--- src/rtl/axi_source_settings.svh ---
`ifndef AXI_SOURCE_SETTINGS_SVH
`define AXI_SOURCE_SETTINGS_SVH

// read data bus width in bits.
`define AXI_DATA_W 64

// byte address width.
`define AXI_ADDR_W 32

// beats in every AR burst, arlen is this minus one.
`define AXI_BURST_BEATS 16

// bytes carried by one beat.
`define AXI_BEAT_BYTES 8

// repacker byte buffer capacity.
`define REPACK_BUFF_BYTES 32

// word fifo holds 2**n entries.
`define FIFO_DEPTH_LOG2 7

`endif
--- src/rtl/word_fifo.sv ---
`include "axi_source_settings.svh"

module word_fifo #(
   parameter int unsigned WIDTH = 24
) (
   input  logic             clk_i,
   input  logic             rst_ni,
   input  logic             srst_i,

   input  logic             in_valid_i,
   input  logic [WIDTH-1:0] in_data_i,
   output logic             in_ready_o,

   input  logic             pop_i,
   output logic             out_valid_o,
   output logic [WIDTH-1:0] out_data_o
);

   localparam int unsigned PTR_W = `FIFO_DEPTH_LOG2;
   localparam int unsigned DEPTH = 1 << PTR_W;

   localparam logic [PTR_W:0] FULL_CNT = {1'b1, {PTR_W{1'b0}}};

   logic [WIDTH-1:0] mem_q [DEPTH];
   logic [PTR_W-1:0] wptr_q;
   logic [PTR_W-1:0] rptr_q;
   logic [PTR_W:0]   fill_q;
   logic             push;
   logic             pop;

   assign in_ready_o  = (fill_q != FULL_CNT);
   assign out_valid_o = (fill_q != '0);
   assign push        = in_valid_i && in_ready_o;
   assign pop         = pop_i && out_valid_o;

   // head word read straight from storage.
   assign out_data_o = mem_q[rptr_q];

   always_ff @(posedge clk_i) begin
      if (push) begin
         mem_q[wptr_q] <= in_data_i;
      end
   end

   always_ff @(posedge clk_i or negedge rst_ni) begin
      if (!rst_ni) begin
         wptr_q <= '0;
         rptr_q <= '0;
         fill_q <= '0;
      end else if (srst_i) begin
         wptr_q <= '0;
         rptr_q <= '0;
         fill_q <= '0;
      end else begin
         if (push) begin
            wptr_q <= wptr_q + 1'b1;
         end
         if (pop) begin
            rptr_q <= rptr_q + 1'b1;
         end
         case ({push, pop})
            2'b10:   fill_q <= fill_q + 1'b1;
            2'b01:   fill_q <= fill_q - 1'b1;
            default: fill_q <= fill_q;
         endcase
      end
   end

   // fill count agrees with the pointers and never passes full.
   fill_track_a: assert property (@(posedge clk_i) disable iff (!rst_ni)
      fill_q <= FULL_CNT && fill_q[PTR_W-1:0] == PTR_W'(wptr_q - rptr_q));

endmodule

--- config.mk ---
export PLATFORM = sky130hd
export DESIGN_NAME = word_fifo
export DESIGN_NICKNAME = d
export VERILOG_FILES = /design/src/rtl/word_fifo.sv
export VERILOG_INCLUDE_DIRS = /design/src /design/src/rtl
export SDC_FILE = /design/constraint.sdc
export NUM_CORES = 2
export LEC_CHECK = 0
export BUFFER_PORTS_ARGS = -buffer_cell sky130_fd_sc_hd__buf_2
export CORE_UTILIZATION = 57
export DETAILED_ROUTE_END_ITERATION = 8
export PLACE_DENSITY_LB_ADDON = 0.25
export RECOVER_POWER = 50
export SYNTH_ARGS = -nofsm -noshare
export SYNTH_HDL_FRONTEND = slang
export SYNTH_SLANG_ARGS = --single-unit
--- constraint.sdc ---
create_clock -name clk_i -period 3.3 [get_ports clk_i]
set_input_delay 0 -clock clk_i [delete_from_list [all_inputs] [get_ports clk_i]]
set_output_delay 0 -clock clk_i [all_outputs]
set_load 0.1 [all_outputs]
-- Word-level counts from Yosys, hierarchy flattened
Memories as Yosys holds them, arrays and structs flattened.
Cells that the tools add are included.
W data, S select, Z words.
- register bits after elaboration: 22
- bits in writable memories: 3072
- memories: 1
- add/subtract/negate cells: 4
- equality and inequality tests: 3
- muxes and demuxes: 8
- reductions and logical operators: 6
- memories (memory ; depth ; bits a word ; rd ports ; clocked after Yosys merged registers in ; wr ports ; RTL line ; RTL):
    mem_q ; 128 ; 24 ; 1 ; 0 ; 1 ; word_fifo.sv:24 ; logic [WIDTH-1:0] mem_q [DEPTH];
- operators by type and width (kind ; count):
    $mux W7 ; 4
    $pmux W8 S2 ; 1
    $add A7 B1 Y7 const B ; 2
    $add A8 B1 Y8 const B ; 1
    $mux W8 ; 1
    $ne A8 B8 Y1 const B ; 1
    $reduce_bool A8 Y1 ; 1
    $sub A8 B1 Y8 const B ; 1
    $reduce_bool A2 Y1 ; 2
    $reduce_bool A3 Y1 ; 1
    $eq A2 B1 Y1 const B ; 1
    $eq A2 B2 Y1 const B ; 1
    $logic_and A1 B1 Y1 ; 2
    $mux W1 ; 2

-- Longest topological paths before layout
- depth in word-level cells: 5
- depth in mapped cells: 11
- gate-level depth less buffers: 10

-- Worst setup path after synthesis
Ideal clock, no wire load.
- path kind: reg2reg
- start: reg fill_q[2]
- end: reg fill_q[7]
- arrival: 3236 ps
- data required time: 3175 ps
- path slack: -61 ps
- stages on the path, launching flop included: 12
- path buffers: 1
- cells stage by stage: dfrtp_1 > nor4_1 > a31oi_1 > buf_2 > nor2b_1 > ha_1 > a21oi_1 > o21ai_0 > a2111oi_0 > nor3_1 > mux2i_1 > mux2_2
- cells in the longest elaborated chain, start to end: 5
- elaborated cells on any way between the ends: 11
- ends and longest elaborated chain (what ; RTL line ; RTL):
    start, declared ; word_fifo.sv:27 ; logic [PTR_W:0] fill_q;
    start signal, assigned ; word_fifo.sv:62 ; 2'b10: fill_q <= fill_q + 1'b1;
    start signal, assigned ; word_fifo.sv:63 ; 2'b01: fill_q <= fill_q - 1'b1;
    start signal, assigned ; word_fifo.sv:64 ; default: fill_q <= fill_q;
    branches (longest 5 deep; another with $sub A8 B1 Y8) ; - ;
Parallel ways; which one is timed is not known.
A chain may end at the register's enable or synchronous reset.

-- Worst setup path after layout
- start: reg rptr_q[0]
- end: out out_data_o[20]
- cells in the longest elaborated chain, start to end: 1
- ends and longest elaborated chain (what ; RTL line ; RTL):
    start, declared ; word_fifo.sv:26 ; logic [PTR_W-1:0] rptr_q;
    start signal, assigned ; word_fifo.sv:59 ; rptr_q <= rptr_q + 1'b1;
    $mem_v2 Z128 W24 ; - ;
    end, declared ; word_fifo.sv:16 ; output logic [WIDTH-1:0] out_data_o
Every way passes these cells.

==> impl_metrics.prom <==
# TYPE chip_impl_metric gauge
chip_impl_metric{name="worst-slew-pin-transition",unit="ns"} 3.58
chip_impl_metric{name="syn_area_per_cell",unit="um2"} 21.7
chip_impl_metric{name="synth.area.mux_share",unit=""} 0.148
chip_impl_metric{name="timing.reg2reg.worst_path_depth",unit=""} 11
chip_impl_metric{name="worst_ep_required_time",unit="ns"} 3.30
chip_impl_metric{name="wl_per_cell",unit="um"} 34.6
chip_impl_info{name="r2r_start",value="fill_q[2]"} 1
chip_impl_metric{name="register_share_of_total_power",unit=""} 0.430
chip_impl_metric{name="core-area",unit="um2"} 207000
chip_impl_metric{name="maxSlewHeadroom",unit=""} -1.39
chip_impl_metric{name="layout_worst_path_cycle_share",unit=""} 1.23
chip_impl_metric{name="fin_hold_ws",unit="ns"} 0.171
chip_impl_metric{name="cts.sink_count",unit=""} 3094
chip_impl_metric{name="std_cell_rows",unit=""} 167
chip_impl_metric{name="power.density_cell_area",unit="nW/um2"} 723
chip_impl_metric{name="clk_transition_reported_paths",unit="ns"} 0.06
chip_impl_metric{name="synthArstFlopShare",unit=""} 0.00711
chip_impl_metric{name="drtIter0Drc",unit=""} 8804
chip_impl_metric{name="final_skew",unit="ns"} 0.0421
chip_impl_info{name="worst_r2r_endpoint",value="fill_q[7]"} 1
chip_impl_metric{name="clk-insertion-delay-late",unit="ns"} 0.94
chip_impl_metric{name="switching_part_of_the_total",unit=""} 0.264
chip_impl_metric{name="critical_path_peak_fanout",unit=""} 7
chip_impl_metric{name="yosys.cell_types.count",unit=""} 62
chip_impl_metric{name="num_io_pins",unit=""} 55
chip_impl_info{name="yosys-top-cells-area",value="sky130_fd_sc_hd__edfxtp_1 78%, sky130_fd_sc_hd__mux4_2 12%, sky130_fd_sc_hd__mux2i_1 3.1%"} 1
chip_impl_metric{name="max_cap_viol_count",unit=""} 27
chip_impl_metric{name="buffer_levels_on_the_longest_clock_path",unit=""} 4
chip_impl_metric{name="detailed_place_hpwl",unit="um"} 183000
chip_impl_metric{name="antenna_found_initial",unit=""} 10
chip_impl_metric{name="ys_seq_area_frac",unit=""} 0.781
chip_impl_info{name="dominant_delay_contributor_by_cell_family_on_the_critical_path",value="buffers and inverters"} 1
chip_impl_metric{name="synth_top_area_frac",unit=""} 0.777
chip_impl_metric{name="timing.critical_path.depth",unit=""} 12
chip_impl_metric{name="postSynthNetCount",unit=""} 5523
chip_impl_metric{name="number_of_cells_in_the_finished_layout_apart_from_fillers",unit=""} 9263
chip_impl_info{name="critPathCaptureType",value="primary output"} 1
chip_impl_metric{name="timing.critical_path.buf_inv",unit=""} 7
chip_impl_info{name="startpoint_type",value="flop"} 1
chip_impl_info{name="synthDominantAreaCellType",value="sky130_fd_sc_hd__edfxtp_1"} 1
chip_impl_metric{name="tritoncts.num_buffers",unit=""} 319
chip_impl_metric{name="route.antenna.remaining_nets",unit=""} 0
chip_impl_info{name="mostFrequentLayoutCell",value="sky130_fd_sc_hd__edfxtp_1"} 1
chip_impl_metric{name="synth.ff_latch_count",unit=""} 3094
chip_impl_metric{name="number_of_failing_setup_endpoints_in_the_final_timing_report",unit=""} 374
chip_impl_metric{name="total_leakage_power",unit="nW"} 43.5
chip_impl_info{name="mostFrequentLayoutCells",value="3072 x sky130_fd_sc_hd__edfxtp_1, 608 x sky130_fd_sc_hd__mux4_2, 464 x sky130_fd_sc_hd__buf_4"} 1
chip_impl_metric{name="xor_xnor_share_of_the_synthesized_area",unit=""} 0.00133
chip_impl_metric{name="post-route-worst-setup-slack",unit="ns"} -0.769
chip_impl_metric{name="die_height",unit="um"} 458
chip_impl_info{name="failing_checks",value="capacitance limit, slew limit, setup timing"} 1
chip_impl_metric{name="floorplan.initialDensity",unit=""} 0.573
chip_impl_metric{name="yosysWarnings",unit=""} 0
chip_impl_info{name="path_cells",value="buf_12 -> buf_16 -> buf_12 -> buf_12 -> buf_6 -> mux4_2 -> a22oi_2 -> nand2_1 -> nor4_4 -> buf_4 -> a31oi_4 -> buf_12"} 1
chip_impl_info{name="synth_top_flop_cell",value="sky130_fd_sc_hd__edfxtp_1"} 1
chip_impl_info{name="clock-root-buffer",value="sky130_fd_sc_hd__clkbuf_16"} 1
chip_impl_metric{name="cp_slowest_stage_delay",unit="ns"} 0.64
chip_impl_metric{name="detailedRoute.firstPassIterationCount",unit=""} 5
chip_impl_metric{name="fin_total_pwr",unit="mW"} 101
chip_impl_metric{name="ir_drop",unit="uV"} 548
chip_impl_metric{name="detailroute.via_count",unit=""} 61800
chip_impl_metric{name="fill_cells",unit=""} 12600
chip_impl_info{name="capturing_instance_or_port_of_the_critical_path",value="out_data_o[20]"} 1
chip_impl_metric{name="max_freq",unit="MHz"} 246
chip_impl_metric{name="areaGrowthSynthToFinish",unit="%"} 18.1
chip_impl_metric{name="route.detailed.vias_per_inst",unit=""} 6.67
chip_impl_metric{name="last_weighted_congestion_value_of_the_routability_driven_placer",unit=""} 0.868
chip_impl_metric{name="dieArea",unit="um2"} 210000
chip_impl_metric{name="io_buffers",unit=""} 54
chip_impl_info{name="critPathMostFrequentCell",value="sky130_fd_sc_hd__buf_12"} 1
chip_impl_metric{name="placed_cells_incl_taps",unit=""} 8570
chip_impl_metric{name="combinationalPowerShare",unit=""} 0.235
chip_impl_info{name="hold_class",value="input pin to flop"} 1
chip_impl_metric{name="groute.usage.overall",unit=""} 0.308
chip_impl_metric{name="chipWidth",unit="um"} 458
chip_impl_info{name="dominant_combinational_cell_family_by_area_after_synthesis",value="multiplexers"} 1
chip_impl_metric{name="grt_first_pass_wirelength",unit="um"} 453000
chip_impl_info{name="run_status",value="complete, but fails checks"} 1
chip_impl_metric{name="cells_after_synthesis",unit=""} 5485
chip_impl_metric{name="syn-cell-area",unit="um2"} 119000
chip_impl_metric{name="power_report.internal_total",unit="mW"} 74.5
chip_impl_metric{name="htree_levels",unit=""} 5
chip_impl_metric{name="grt_start_max_net_pins",unit=""} 129
chip_impl_metric{name="grt.overflow.total",unit=""} 0
chip_impl_info{name="worst_path_max_delay_cell",value="sky130_fd_sc_hd__nor4_4"} 1
chip_impl_metric{name="final_max_slew_viol_count",unit=""} 1748
chip_impl_metric{name="drt_drc_violations_left",unit=""} 0
chip_impl_metric{name="final_nets",unit=""} 6290
chip_impl_metric{name="drive_gt1_frac",unit=""} 0.331
chip_impl_metric{name="pre_cts_slack",unit="ns"} -0.513
chip_impl_metric{name="postRouteWirelength",unit="um"} 320000
chip_impl_metric{name="timing.final.crit_period",unit="ns"} 4.07
chip_impl_metric{name="synth-compound-area-share",unit=""} 0.0374
chip_impl_metric{name="synthAdderAreaFrac",unit=""} 0.00101
chip_impl_metric{name="power_frac_clock",unit=""} 0.335
chip_impl_info{name="timing.critical_path.from",value="rptr_q[0]"} 1
chip_impl_metric{name="number_of_global_route_vias_before_repair",unit=""} 61000
chip_impl_metric{name="synth_simple_gate_area_frac",unit=""} 0.0162
chip_impl_metric{name="rrSetupSlack",unit="ns"} 0.12
chip_impl_info{name="grt_setup_unrepaired",value="true"} 1
chip_impl_info{name="cts_tree",value="built"} 1
chip_impl_info{name="criticalPathCategory",value="flop to primary output"} 1
chip_impl_metric{name="synth-edff-count",unit=""} 3072
chip_impl_metric{name="arrival",unit="ns"} 4.07
chip_impl_metric{name="switchingPower",unit="mW"} 26.8
chip_impl_metric{name="final_hold_viol_count",unit=""} 0
-- final cells by class --
type	count	area (um2)	share of cell area
sequential	3094	92800	0.662
clock inverter	147	1210	0.00865
multi-input combinational	2064	26200	0.187
clock buffer	395	8440	0.0602
tap	2788	3490	0.0249
inverter	5	18.8	0.000134
antenna	2	5.00	0.0000357
timing repair buffer	768	8100	0.0577
-- repair_timing --
action                                   CTS  global route
endpoints found under the setup margin    25            48
hold buffers                              30             0
pin swaps                                 49            50
setup buffers                             76            32
hold endpoints to repair                2644             0
gates cloned                              14             2
resized for setup                        399            89
-- cell families after synthesis --
group / count (synthesis)
buffers and inverters: 327
AO/OA/AOI/OAI: 615
flip-flops: 3094
XOR/XNOR: 18
AND/OR/NAND/NOR: 431
adder cells (fa/ha/maj): 9
multiplexers: 991
-- sequential cells by signal (all words and copies together) (netlist names) --
name / cells
fill_q: 8
mem_q: 3072
rptr_q: 7
wptr_q: 7
-- worst min-delay path by stage --
stage	from	to	cells past startpoint
2_1_floorplan	rst_ni	fill_q[0]	0
3_3_place_gp	rst_ni	fill_q[7]	1
3_5_place_dp	rst_ni	fill_q[4]	1
4_1_cts	in_data_i[12]	mem_q[35][12]	2
5_1_grt	srst_i	wptr_q[3]	3
6_report	srst_i	rptr_q[3]	3
-- power by group through the flow --
stage,Combinational [mW],Clock [mW],Sequential [mW]
after global placement,19.9,0,44.3
after floorplan,13.2,0,44.3
after global routing,24.8,35.7,43.5
after CTS,23.2,34.2,43.5
after detailed placement,20.1,0,44.3
final,23.8,34.0,43.5
-- Yosys cell counts (6+ instances only) --
library cell                number
sky130_fd_sc_hd__clkbuf_1      120
sky130_fd_sc_hd__o21ai_0        34
sky130_fd_sc_hd__edfxtp_1     3072
sky130_fd_sc_hd__nor2_1        197
sky130_fd_sc_hd__buf_4          36
sky130_fd_sc_hd__nand3_1        59
sky130_fd_sc_hd__a221oi_1       31
sky130_fd_sc_hd__a2111oi_0       6
sky130_fd_sc_hd__mux2_2         21
sky130_fd_sc_hd__nor2b_1        31
sky130_fd_sc_hd__a211oi_1       84
sky130_fd_sc_hd__a22oi_1       194
sky130_fd_sc_hd__a22o_1         37
sky130_fd_sc_hd__buf_2         112
sky130_fd_sc_hd__o22ai_1        57
sky130_fd_sc_hd__dfrtp_1        22
sky130_fd_sc_hd__mux4_2        608
sky130_fd_sc_hd__a31oi_1        12
sky130_fd_sc_hd__o31ai_1        18
sky130_fd_sc_hd__o221ai_1       30
sky130_fd_sc_hd__xnor2_1         8
sky130_fd_sc_hd__mux2i_1       362
sky130_fd_sc_hd__buf_1          19
sky130_fd_sc_hd__a21oi_1        76
sky130_fd_sc_hd__nand2_1        81
sky130_fd_sc_hd__and3_1          6
sky130_fd_sc_hd__nor3_1         23
sky130_fd_sc_hd__ha_1            8
sky130_fd_sc_hd__nand4_1         8
sky130_fd_sc_hd__buf_6          35
sky130_fd_sc_hd__xor2_1         10
-- metal layers --
| layer | global-route usage | routed length [um] |
|---|---|---|
| met5 | 0 | 13 |
| met4 | 0.112 | 13800 |
| met3 | 0.0555 | 35600 |
| met2 | 0.486 | 153000 |
| met1 | 0.436 | 118000 |
-- through the flow --
step	utilization	TNS, ns	cell area [um2]
floorplan	-	0	119000
global placement	0.613	-2.73	127000
detailed placement	0.613	-2.24	127000
CTS	0.675	-13.98	140000
global route	0.677	-141.21	140000
finish	0.677	-76.67	140000
-- tightest hold or removal path, stage by stage --
cell and delay (ns):
sky130_fd_sc_hd__dlygate4sd3_1 0.53, sky130_fd_sc_hd__buf_2 0.32, sky130_fd_sc_hd__nor2_1 0.17
Note: power is estimated with default switching activity, not from simulation.
