[config.mk]
export PLATFORM = sky130hd
export DESIGN_NAME = burst_issuer
export DESIGN_NICKNAME = d
export VERILOG_FILES = /design/src/rtl/axi_source_pkg.sv /design/src/rtl/burst_issuer.sv
export VERILOG_INCLUDE_DIRS = /design/src /design/src/rtl
export SDC_FILE = /design/constraint.sdc
export NUM_CORES = 1
export LEC_CHECK = 0
export ABC_AREA = 1
export BUFFER_PORTS_ARGS = -buffer_cell sky130_fd_sc_hd__buf_2
export CORE_UTILIZATION = 50
export CTS_CLUSTER_DIAMETER = 30
export DETAILED_ROUTE_END_ITERATION = 16
export PLACE_DENSITY_LB_ADDON = 0.15
export SLEW_MARGIN = 10
export SYNTH_ARGS = -nofsm -noshare
export SYNTH_HDL_FRONTEND = slang
export SYNTH_SLANG_ARGS = --single-unit
[constraint.sdc]
create_clock -name clk_i -period 4 [get_ports clk_i]
set_clock_uncertainty 0.15 [all_clocks]
set_input_delay 0.4 -clock clk_i [delete_from_list [all_inputs] [get_ports clk_i]]
set_output_delay 0.4 -clock clk_i [all_outputs]
set_load 0.02 [all_outputs]
[src/rtl/axi_source_settings.svh]
`ifndef AXI_SOURCE_SETTINGS_SVH
`define AXI_SOURCE_SETTINGS_SVH

// read data bus width in bits.
`define AXI_DATA_W 64

// byte address width.
`define AXI_ADDR_W 32

// beats in every AR burst, arlen is this minus one.
`define AXI_BURST_BEATS 16

// bytes carried by one beat.
`define AXI_BEAT_BYTES 8

// repacker byte buffer capacity.
`define REPACK_BUFF_BYTES 32

// word fifo holds 2**n entries.
`define FIFO_DEPTH_LOG2 7

`endif
[src/rtl/axi_source_pkg.sv]
`include "axi_source_settings.svh"

package axi_source_pkg;

   typedef logic [`AXI_ADDR_W-1:0] addr_t;

   typedef logic [`AXI_DATA_W-1:0] beat_t;

   typedef enum logic [1:0] {
      BURST_FIXED = 2'b00,
      BURST_INCR  = 2'b01,
      BURST_WRAP  = 2'b10
   } axi_burst_e;

   typedef enum logic [1:0] {
      RESP_OKAY   = 2'b00,
      RESP_EXOKAY = 2'b01,
      RESP_SLVERR = 2'b10,
      RESP_DECERR = 2'b11
   } axi_resp_e;

   // address step between consecutive bursts.
   localparam int unsigned BURST_BYTES = `AXI_BURST_BEATS * `AXI_BEAT_BYTES;

endpackage

[src/rtl/burst_issuer.sv]
module burst_issuer #(
   parameter int unsigned NBATCH = 3
) (
   input  logic                  clk_i,
   input  logic                  rst_ni,

   input  logic                  start_i,
   input  logic                  en_i,
   input  axi_source_pkg::addr_t start_addr_i,

   input  logic                  arready_i,
   output logic                  arvalid_o,
   output axi_source_pkg::addr_t araddr_o
);

   localparam axi_source_pkg::addr_t BURST_STEP =
      axi_source_pkg::addr_t'(axi_source_pkg::BURST_BYTES);
   localparam axi_source_pkg::addr_t LAST_OFFSET =
      axi_source_pkg::addr_t'((NBATCH - 1) * axi_source_pkg::BURST_BYTES);

   axi_source_pkg::addr_t cur_addr_q;
   axi_source_pkg::addr_t last_addr_q;
   logic                  arvalid_q;
   logic                  ar_hs;
   logic                  at_last;

   assign ar_hs   = arvalid_q && arready_i;
   assign at_last = (cur_addr_q == last_addr_q);

   always_ff @(posedge clk_i or negedge rst_ni) begin
      if (!rst_ni) begin
         cur_addr_q  <= '0;
         last_addr_q <= '0;
      end else if (start_i) begin
         cur_addr_q  <= start_addr_i;
         last_addr_q <= start_addr_i + LAST_OFFSET;
      end else if (ar_hs) begin
         cur_addr_q <= cur_addr_q + BURST_STEP;
      end
   end

   // en_i is only looked at on start and on each accepted burst.
   always_ff @(posedge clk_i or negedge rst_ni) begin
      if (!rst_ni) begin
         arvalid_q <= 1'b0;
      end else if (start_i) begin
         arvalid_q <= en_i;
      end else if (ar_hs) begin
         arvalid_q <= !at_last && en_i;
      end
   end

   assign arvalid_o = arvalid_q;
   assign araddr_o  = cur_addr_q;

   // request must hold until accepted, a restart excepted.
   ar_hold_a: assert property (@(posedge clk_i) disable iff (!rst_ni)
      arvalid_o && !arready_i && !start_i |=> arvalid_o && $stable(araddr_o));

endmodule

Yosys cells after proc, flatten, opt, wreduce, memory -nomap -nowiden
Cells that the tools add are included.
{"block": "totals", "reg_bits": 65, "elab_cells": 14, "inputBits": 37, "out_inout_bits": 33}
{"block": "classes", "add_sub_neg": 2, "n_eq_ne": 1, "n_reduce_logical": 4, "mux": 4}
{"op": "32-bit 2-to-1 mux", "n": 2}
{"op": "32-bit by 8-bit adder with 32-bit output (second input constant)", "n": 1}
{"op": "32-bit by 9-bit adder with 32-bit output (second input constant)", "n": 1}
{"op": "32-bit equality test", "n": 1}
{"op": "1-bit logical AND", "n": 2}
{"op": "1-bit 2-to-1 mux", "n": 2}
{"op": "2-bit nonzero test", "n": 1}
{"op": "1-bit zero test", "n": 1}

Longest topological paths before layout
Gate-level depths: netlist of run 1.
{"block": "depth", "ltp_word": 5, "mapped_depth": 11, "mapped_depth_nobuf": 11}

Least setup slack after synthesis of run 1
OpenSTA, ideal clock, no wires.
{"block": "synth_timing", "path_kind": "register to register", "startpoint": "register cur_addr_q[8], in the netlist araddr_o[8]", "endpoint": "register cur_addr_q[29], in the netlist araddr_o[29]", "arrival_ps": 1504, "stages_incl_launch_ff": 11, "period_less_slack_ps": 1771, "t_required_ps": 3733, "n_path_buf": 0, "setup_time_ps": 117, "path_slack_ps": 2229, "path_cell_list": "dfrtp_1 -> ha_1 -> nand2_2 -> nor2_4 -> nand3_4 -> inv_2 -> nand2_2 -> nor2_4 -> nand3_1 -> nand3_1 -> nand2_1"}
{"block": "synth_between", "elab_chain_len": 3}
{"item": "start: declaration", "line_no": "burst_issuer.sv:21", "text": "axi_source_pkg::addr_t cur_addr_q;"}
{"item": "start signal: assignment", "line_no": "burst_issuer.sv:35", "text": "cur_addr_q <= start_addr_i;"}
{"item": "start signal: assignment", "line_no": "burst_issuer.sv:38", "text": "cur_addr_q <= cur_addr_q + BURST_STEP;"}
{"item": "32-bit by 8-bit adder with 32-bit output", "line_no": "burst_issuer.sv:38"}
{"item": "32-bit 2-to-1 mux", "line_no": "burst_issuer.sv:37", "text": "end else if (ar_hs) begin"}
{"item": "32-bit 2-to-1 mux", "line_no": "burst_issuer.sv:34", "text": "end else if (start_i) begin"}
Every way passes these cells. The select of a mux whose other input is x is not followed.
A chain may end at the register's enable or synchronous reset.

Final worst setup path of run 1
{"block": "layout_timing", "startpoint": "input port start_i", "endpoint": "register cur_addr_q[16], in the netlist araddr_o[16]"}
{"block": "layout_between", "elab_chain_len": 1, "elab_cells_between_ends": 2, "classes_between": "1 x mux; 1 x reduce/logical"}
{"item": "start: declaration", "line_no": "burst_issuer.sv:7", "text": "input logic start_i,"}
{"item": "32-bit 2-to-1 mux or 2-bit nonzero test (tied branches)"}
Parallel ways exist; a longest one is shown, timed or not.

==> summary.txt, run 1 <==
Run status
  – Status: complete, no violations

Die
  – Top-Level Pins: 70
  – Die height: 94.4 um
  – Row count: 33
  – Initial core utilization: 51.9%
  – Core Area: 0.00822 mm^2
  – Die width: 94.4 um
  – Die Footprint: 0.00891 mm^2

Worst setup path
  – CP top delay family: buffers and inverters
  – Worst path required time: 4.08 ns
  – CP max FO: 36
  – Startpoint types: primary input
  – Worst path bufs/invs: 3
  – CP peak stage delay: 0.69 ns
  – Worst path slowest cell: nand2_1
  – Data arrival time of the worst path: 2.40 ns
  – CP Class: primary input to register
  – Cell Chain, Critical Path: buf_2 > inv_1 > nand2_1 > inv_1 > nand2_1 > nand3_1
  – CP Capture Type: register

Global routing
  – Vias in the first global route: 3,792
  – Tot GR Track Use: 28.1%
  – Largest net degree at the start of global routing: 41
  – Initial antenna violation count: 0
  – Remaining global-route overflow: 0
  – First-pass GRT wire length: 19,100 um

Route
  – Post-DRT Antenna Nets: 0
  – DRT iter0 DRCs: 307
  – Wirelength per Cell: 14.5 um
  – DR vias: 4,193
  – DRT Wirelength: 11,500 um
  – Vias per std cell: 5.29
  – DR pass1 iterations: 5
  – Detailed-route DRC error count: 0

Logic synthesis
  – Mapped Nets: 653
  – Ys async rst share: 100%
  – Prevailing post-synth register cell: dfrtp_1
  – Synthesis warning total: 0
  – Cells after Synth: 614
  – Syn avg cell area: 6.95 um^2
  – Most frequent cell after synthesis: nand2_1
  – Share of the synthesized area in the top cell type: 38.1%
  – Post-synth cell types: 38
  – Sequential area share after synthesis: 38.1%
  – Leading area contributor after synthesis: dfrtp_1
  – EDFF count, synth: 0
  – #FFs+latches synth: 65
  – Top cells by area, synth: dfrtp_1 (38%), nand2_1 (18%), inv_1 (7.8%)
  – Most frequent cells after synthesis: nand2_1 (199), inv_1 (89), dfrtp_1 (65)
  – Mapped Area: 0.00427 mm^2

Layout
  – Antenna cells: 0
  – Post-route cell area: 0.00488 mm^2
  – Final Core Density: 59.4%
  – Area grow syn2layout: 14.5%
  – Final nets: 721
  – Fraction of layout cells with a size suffix above 1: 17.0%
  – Non-filler cells, final: 792

Worst hold path
  – HP Class: primary input to async pin

Clock network
  – Hold-fix buffer count after cts: 0
  – Postcts setup bufs: 0
  – Htree depth: 3
  – Post-CTS Resized: 0
  – Worst-skew pair later-pin latency: 0.35 ns
  – Clock slew seen by the registers of the worst setup and hold paths: 0.07 ns
  – Clock sink count: 65
  – CTS Buf Count: 9
  – Root Driver: clkbuf_8
  – Clock buffer depth: 2
  – CTS tree: yes

Placement
  – Placed cell count: 776
  – # port buffers: 69
  – DP HPWL: 8580 um
  – Gpl congestion: 0.888
  – Placed Area: 0.00470 mm^2
  – Pre-CTS setup slack: 1.34 ns

Timing
  – Final period utilization: 58.0%
  – Slew headroom: 32.9%
  – Final TNS setup: 0 ns
  – Final Setup Violations: 0
  – Slew @ Worst Pin: 1.01 ns
  – Fmax: 0.431 GHz
  – Final slew viol count: 0
  – Final worst slack: 1.68 ns
  – Unrepaired setup endpoints after global routing: no
  – Final hold violation count: 0
  – Post-layout min period: 2.32 ns

Power
  – Peak VDD IR: 211 uV
  – Pleak: 2.58 nW
  – PwrDens: 366 mW/mm^2

Run
  – Max-cap viol count: 0
[cell type report]
type,count,area [um^2]
Clock buffer,13,149
Inverter,93,349
Tap cell,105,131
Timing Repair Buffer,72,368
Multi-Input combinational cell,441,2220
Sequential cell,65,1630
Fill cell,807,3330
Clock inverter,3,40.0
[routing by layer]
metal	wire (um)	vias to the layer above	part of all wire [%]	GRT usage (%)
met5	0	-	0	0
met4	127	0	1.1	8.08
met3	793	10	6.9	4.35
met2	5060	155	44	41.1
met1	5470	1945	48	42.7
li1	-	2083	-	-
[cell usage in the layout (no fill, tap or decap), types with 5 or more instances in the layout]
cell type and count:
buf_2 69, clkbuf_8 10, nand4_1 11, inv_1 89
nand2_1 199, o221ai_1 5, nand3_1 52, xor2_1 14
nor2_4 6, xnor2_1 8, nor2_1 46, dfrtp_1 65
o21ai_0 36, o21bai_1 5, nand2_2 7, a21oi_1 5
nor3_1 8, o21ai_1 5, o211ai_1 6
[state kept, by name (all words and copies together) (netlist names)]
name	flops
araddr_o	32
last_addr_q	32
arvalid_o	1
[where the power goes]
group	internal, mW	switching, mW	total (mW)
sequential	0.723	0.0860	0.809
combinational	0.140	0.265	0.405
clock	0.304	0.269	0.573
total	1.17	0.620	1.79
[path summary, 6_finish.rpt]
check / cells after the start / to / from / slack (ns)
max in group asynchronous: 2 / araddr_o[4] / rst_ni / 2.73
min in group clk_i: 3 / araddr_o[5] / start_addr_i[5] / 0.12
worst min-delay path: 1 / araddr_o[16] / rst_ni / 0.06
worst max register to register: 6 / araddr_o[11] / arvalid_o / 1.87
worst min register to register: 2 / last_addr_q[4] / last_addr_q[4] / 0.35
worst max-delay path: 6 / araddr_o[16] / start_i / 1.68
[worst reg2reg max path, cell delays in order (launching register included)]
cell and delay (ns):
dfrtp_1 0.37, nand2_1 0.15, nor2_2 0.62, inv_1 0.35, a21oi_1 0.18, o21ai_0 0.11, o221ai_1 0.10
[logic make-up after synthesis]
family / Yosys count / share of synthesized area [%]
AND/OR/NAND/NOR: 345 / 36.7
buffers and inverters: 108 / 9.82
AO/OA/AOI/OAI: 72 / 10.2
flip-flops: 65 / 38.1
XOR/XNOR: 22 / 4.52
adder cells (fa/ha/maj): 2 / 0.586
[stage by stage]
| stage | power (mW) | hold slack (ns) |
|---|---|---|
| 3_5_place_dp | 1.22 | 0.336 |
| 2_1_floorplan | 1.07 | -0.0456 |
| 3_3_place_gp | 1.21 | 0.324 |
| 6_report | 1.79 | 0.0575 |
| 4_1_cts | 1.79 | 0.0959 |
| 5_1_grt | 1.88 | 0.140 |
Power figures use the tool's default switching activity.
==> run 2: changes to the inputs <==
==> constraint.sdc (replaced) <==
create_clock -name clk_i -period 2.4 [get_ports clk_i]
set_clock_uncertainty 0.15 [all_clocks]
set_input_delay 0.24 -clock clk_i [delete_from_list [all_inputs] [get_ports clk_i]]
set_output_delay 0.24 -clock clk_i [all_outputs]
set_load 0.02 [all_outputs]
==> summary.txt, run 2 (same netlist as run 1, synthesis figures left out) <==
Run status
  – Status: complete, no violations

Timing
  – Slew @ Worst Pin: 0.600 ns
  – Fmax: 0.554 GHz
  – Final period utilization: 75.2%
  – Final worst slack: 0.596 ns
  – Unrepaired setup endpoints after global routing: no
  – Slew headroom: 60.0%
  – Final hold violation count: 0
  – Final Setup Violations: 0
  – Post-layout min period: 1.80 ns
  – Final TNS setup: 0 ns
  – Final slew viol count: 0

Power
  – PwrDens: 603 mW/mm^2
  – Peak VDD IR: 420 uV
  – Pleak: 2.64 nW

Worst setup path
  – Startpoint types: register
  – Worst path bufs/invs: 1
  – R2R depth: 11
  – Crit. path cell count: 11
  – R2r startpoint: araddr_o[7]
  – CP peak stage delay: 0.45 ns
  – CP Capture Type: register
  – Data arrival time of the worst path: 1.94 ns
  – Critical Path Most Common Cell: nand2_1
  – FF-to-FF setup slack: 0.60 ns
  – Worst path required time: 2.53 ns
  – Cell Chain, Critical Path: ha_1 > nand2_2 > nor2_4 > nand3_4 > inv_2 > nand2_2 > nor2_4 > nand2_1 > nand2_1 > nand3_1 > nand2_1
  – Worst path slowest cell: dfrtp_1
  – CP max FO: 5
  – RR Endpoint: araddr_o[29]
  – CP top delay family: simple AND/OR/NAND/NOR gates
  – CP Class: register to register

Route
  – Post-DRT Antenna Nets: 0
  – DRT iter0 DRCs: 247
  – Wirelength per Cell: 14.4 um
  – DRT Wirelength: 11,600 um
  – Detailed-route DRC error count: 0
  – DR pass1 iterations: 7
  – DR vias: 4,247
  – Vias per std cell: 5.28

Die
  – Die Footprint: 0.00891 mm^2
  – Top-Level Pins: 70
  – Initial core utilization: 51.9%
  – Die width: 94.4 um
  – Row count: 33
  – Core Area: 0.00822 mm^2
  – Die height: 94.4 um

Layout
  – Most frequent cells in the layout: nand2_1 (199), inv_1 (89), buf_2 (69)
  – Final nets: 733
  – Multi-input gate area: 0.00222 mm^2
  – Final Core Density: 61.2%
  – Non-filler cells, final: 804
  – Register area: 0.00163 mm^2
  – Fraction of layout cells with a size suffix above 1: 17.5%
  – Area grow syn2layout: 17.8%
  – Most common cell after layout, fill and taps aside: nand2_1
  – Antenna cells: 0
  – Filler cells: 756

Run
  – Max-cap viol count: 0

Clock network
  – Root Driver: clkbuf_8
  – Postcts setup bufs: 0
  – Clock buffer depth: 2
  – Htree depth: 3
  – CTS Buf Count: 9
  – Worst-skew pair later-pin latency: 0.35 ns
  – Clock sink count: 65
  – Clock slew seen by the registers of the worst setup and hold paths: 0.08 ns
  – CTS tree: yes

Global routing
  – Vias in the first global route: 4,000
  – Tot GR Track Use: 28.6%
  – Remaining global-route overflow: 0
  – Initial antenna violation count: 0
  – Largest net degree at the start of global routing: 66
  – First-pass GRT wire length: 19,500 um

Worst hold path
  – End of the worst hold path: last_addr_q[11]
  – HP Class: primary input to register
  – HP Start: start_addr_i[11]
  – Hold path cells: 3

Placement
  – DP HPWL: 8660 um
  – Pre-CTS setup slack: 0.634 ns
  – # port buffers: 69
  – Gpl congestion: 0.890
  – Placed cell count: 779
[run 2: worst register-to-register path, cell delays in order, from the launching register on]
cell and delay (ns):
dfrtp_1 0.45, ha_1 0.23, nand2_2 0.08, nor2_4 0.13, nand3_4 0.12, inv_2 0.10, nand2_2 0.08, nor2_4 0.13
nand2_1 0.09, nand2_1 0.08, nand3_1 0.06, nand2_1 0.06
[run 2: how the worst max path moves through the flow]
stage | start | endpoint | slack (ns)
floorplan | araddr_o[8] | araddr_o[29] | 0.63
global placement | araddr_o[7] | araddr_o[29] | 0.70
detailed placement | araddr_o[7] | araddr_o[29] | 0.63
CTS | araddr_o[7] | araddr_o[29] | 0.60
global route | araddr_o[7] | araddr_o[25] | 0.43
finish | araddr_o[7] | araddr_o[29] | 0.60
[run 2: area by class of cell]
class	instances	share of cell area, %
repair buffers	84	9.81
clock buffers	12	3.09
multi-input cells	441	44.2
inverters	93	6.94
flip-flops and latches	65	32.4
clock inverters	4	1.02
well taps	105	2.61
[run 2: report_power, final]
group | switching, mW | internal [mW]
registers | 0.140 | 1.21
clock network | 0.447 | 0.537
logic | 0.451 | 0.250
total | 1.04 | 1.99
[run 2: per-layer routing]
metal	global-route usage, %	vias up	routed length, um
met4	6.79	0	173
li1	-	2113	-
met2	45.0	141	5300
met3	4.99	14	695
met5	0	-	0
met1	40.7	1979	5440
[run 2: stage by stage]
stage / hold WS, ns / area [um^2] / power (mW)
final: 0.0160 / 5030 / 3.03
after CTS: 0.0132 / 5030 / 3.03
after detailed placement: 0.121 / 4730 / 2.05
after global placement: 0.137 / 4730 / 2.03
after floorplan: -0.206 / 4270 / 1.78
after global routing: 0.0371 / 5030 / 3.19
[run 2: what timing repair did]
| action | in CTS | in global routing |
|---|---|---|
| endpoints found under the hold margin | 81 | 0 |
| hold buffers | 9 | 0 |
| resized for setup | 0 | 0 |
==> run 3: changes to the inputs <==
--- a/config.mk
+++ b/config.mk
@@ -6,7 +6,7 @@
 export SDC_FILE = /design/constraint.sdc
 export NUM_CORES = 1
 export LEC_CHECK = 0
-export ABC_AREA = 1
+export ABC_AREA = 0
 export BUFFER_PORTS_ARGS = -buffer_cell sky130_fd_sc_hd__buf_2
 export CORE_UTILIZATION = 50
 export CTS_CLUSTER_DIAMETER = 30
==> constraint.sdc (replaced) <==
create_clock -name clk_i -period 1.9 [get_ports clk_i]
set_clock_uncertainty 0.15 [all_clocks]
set_input_delay 0.19 -clock clk_i [delete_from_list [all_inputs] [get_ports clk_i]]
set_output_delay 0.19 -clock clk_i [all_outputs]
set_load 0.02 [all_outputs]
==> summary.txt, run 3 <==
Global routing
  – Remaining global-route overflow: 0
  – Initial antenna violation count: 0
  – Tot GR Track Use: 26.2%
  – First-pass GRT wire length: 15,100 um
  – Largest net degree at the start of global routing: 118
  – Vias in the first global route: 3,113

Logic synthesis
  – #FFs+latches synth: 65
  – Largest family of logic cells by synthesized area: simple AND/OR/NAND/NOR gates
  – Area share of fa/ha/maj cells after synthesis: 0.683%
  – Top cells by area, synth: dfrtp_1 (44%), xnor2_1 (10%), xor2_1 (8.1%)
  – Synthesis warning total: 0
  – Ys async rst share: 100%
  – Sequential area share after synthesis: 44.4%
  – Syn avg cell area: 9.32 um^2
  – Leading area contributor after synthesis: dfrtp_1
  – Multiplexer area fraction after synthesis: 2.08%
  – Post-synth cell types: 33
  – EDFF count, synth: 0
  – Most frequent cells after synthesis: dfrtp_1 (65), nand2_1 (43), xnor2_1 (43)
  – Post-synthesis compound-gate area fraction: 8.50%
  – Mapped Area: 0.00366 mm^2
  – Share of the synthesized area in the top cell type: 44.4%
  – Mapped Nets: 432
  – Prevailing post-synth register cell: dfrtp_1
  – Cells after Synth: 393
  – Post-synthesis xor/xnor area fraction: 18.4%
  – Most frequent cell after synthesis: dfrtp_1
  – Synth Area in Simple Gates: 22.3%

Clock network
  – Clock buffer depth: 2
  – Root Driver: clkbuf_8
  – CTS tree: yes
  – Clock sink count: 65
  – Htree depth: 3
  – Worst-skew pair later-pin latency: 0.34 ns
  – Clock slew seen by the registers of the worst setup and hold paths: 0.07 ns
  – CTS Buf Count: 9

Worst setup path
  – Data arrival time of the worst path: 1.90 ns
  – Startpoint types: primary input
  – CP top delay family: buffers and inverters
  – Crit. path cell count: 8
  – Worst path slowest cell: dlygate4sd3_1
  – CP max FO: 6
  – CP Class: primary input to register
  – Cell Chain, Critical Path: dlygate4sd3_1 > buf_4 > nand4_4 > nor4_4 > buf_4 > nand4_1 > xor2_1 > a21oi_1
  – FF-to-FF setup slack: 0.05 ns
  – Worst path required time: 1.95 ns
  – CP Capture Type: register
  – CP peak stage delay: 0.54 ns
  – Worst path bufs/invs: 3
  – R2R depth: 5
  – Critical Path Most Common Cell: buf_4

Timing
  – Final period utilization: 97.7%
  – Final TNS setup: 0 ns
  – Slew headroom: 70.1%
  – Unrepaired setup endpoints after global routing: yes
  – Final hold violation count: 0
  – Final Setup Violations: 0
  – Slew @ Worst Pin: 0.448 ns
  – Post-layout min period: 1.86 ns
  – Final slew viol count: 0
  – Fmax: 0.539 GHz

Power
  – PwrDens: 760 mW/mm^2
  – Peak VDD IR: 478 uV
  – Pleak: 2.10 nW
  – Pwr Total: 3.70 mW

Layout
  – Filler cells: 553
  – Area grow syn2layout: 32.7%
  – Fraction of layout cells with a size suffix above 1: 26.9%
  – Most frequent cells in the layout: buf_2 (67), dfrtp_1 (60), nand2_1 (43)
  – Final nets: 558
  – Antenna cells: 0
  – Non-filler cells, final: 620
  – Most common cell after layout, fill and taps aside: buf_2

Placement
  – Gpl congestion: 0.852
  – # port buffers: 69
  – DP HPWL: 6800 um
  – Placed cell count: 570

Route
  – Post-DRT Antenna Nets: 0
  – DR vias: 3,222
  – DR pass1 iterations: 5
  – Vias per std cell: 5.20
  – DRT iter0 DRCs: 190
  – Wirelength per Cell: 15.3 um
  – DRT Wirelength: 9490 um
  – Detailed-route DRC error count: 0

Die
  – Core Area: 0.00694 mm^2
  – Row count: 30
  – Die Footprint: 0.00767 mm^2
  – Top-Level Pins: 70
  – Die height: 87.6 um
  – Die width: 87.6 um
  – Initial core utilization: 52.8%

Run
  – Max-cap viol count: 0

Run status
  – Status: complete, no violations

Worst hold path
  – HP Class: primary input to register
  – Hold path cells: 3
## run 3: cell types whose count changed after synthesis, sizes merged, moves of 6 or more
cell / previous run / this run
nand3: 56 / 23
nand2: 207 / 44
xnor2: 8 / 43
inv: 93 / 20
o21bai: 7 / 0
nor2: 57 / 33
o211ai: 6 / 0
a21oi: 5 / 24
nor4: 1 / 10
nand4: 12 / 19
xor2: 14 / 34
## run 3: logic make-up (layout without fill, tap and decap cells)
| kind of cell | Yosys count | count (layout) |
|---|---|---|
| xor+xnor | 77 | 77 |
| mux | 7 | 7 |
| buf+inv | 35 | 166 |
| flops | 65 | 65 |
| simple gates | 145 | 145 |
| compound gates | 62 | 62 |
| fa+ha+maj | 2 | 2 |
## run 3: layer usage
metal  up-vias  routed length (um)  track usage, %
li1       1587                   -               -
met1      1554                4340            35.0
met2        71                4620            43.3
met3        10                 375            3.68
met4         0                 148            10.3
met5         -                   0               0
## run 3: worst reg2reg max path: cells and delay by family (launching register included)
kind,cells,cell delay [ns]
AND/OR/NAND/NOR,3,0.72
flip-flops,1,0.45
multiplexers,1,0.26
XOR/XNOR,1,0.15
## run 3: repair_timing
item	4_1_cts	5_1_grt
pin swaps	1	4
gates resized for setup	0	6
hold buffers	29	0
buffers inserted	0	5
endpoints found under the setup margin	1	20
hold endpoints to repair	101	0
## run 3: cell type report
class	count	area, um^2	area share (%)
flip-flops and latches	65	1630	33.6
multi-input cells	293	1920	39.6
inverters	21	78.8	1.62
clock inverters	4	52.6	1.08
clock buffers	12	155	3.19
well taps	96	120	2.47
repair buffers	129	898	18.5
## run 3: path summary, 6_finish.rpt
check / to / startpoint
max: last_addr_q[31] / start_addr_i[17]
min: araddr_o[30] / start_addr_i[30]
max reg2reg: araddr_o[28] / araddr_o[13]
min reg2reg: last_addr_q[9] / last_addr_q[9]
max in group asynchronous: araddr_o[17] / rst_ni
min in group asynchronous: last_addr_q[7] / rst_ni
## run 3: power breakdown
part,internal [mW],switching (mW)
Sequential,1.52,0.125
Clock,0.678,0.540
Combinational,0.370,0.466
Total,2.57,1.13
## run 3: stage by stage
| stage | util, % | cell area [um^2] | setup WS, ns | hold slack (ns) |
|---|---|---|---|---|
| 2_1_floorplan | - | 3670 | 0.00663 | -0.256 |
| 3_3_place_gp | 62.0 | 4300 | 0.0702 | -0.0554 |
| 3_5_place_dp | 62.0 | 4300 | 0.0149 | -0.0562 |
| 4_1_cts | 69.2 | 4800 | 0.0223 | 0.00303 |
| 5_1_grt | 70.0 | 4860 | -0.0460 | 0.0215 |
| 6_report | 70.0 | 4860 | 0.0437 | 0.0122 |
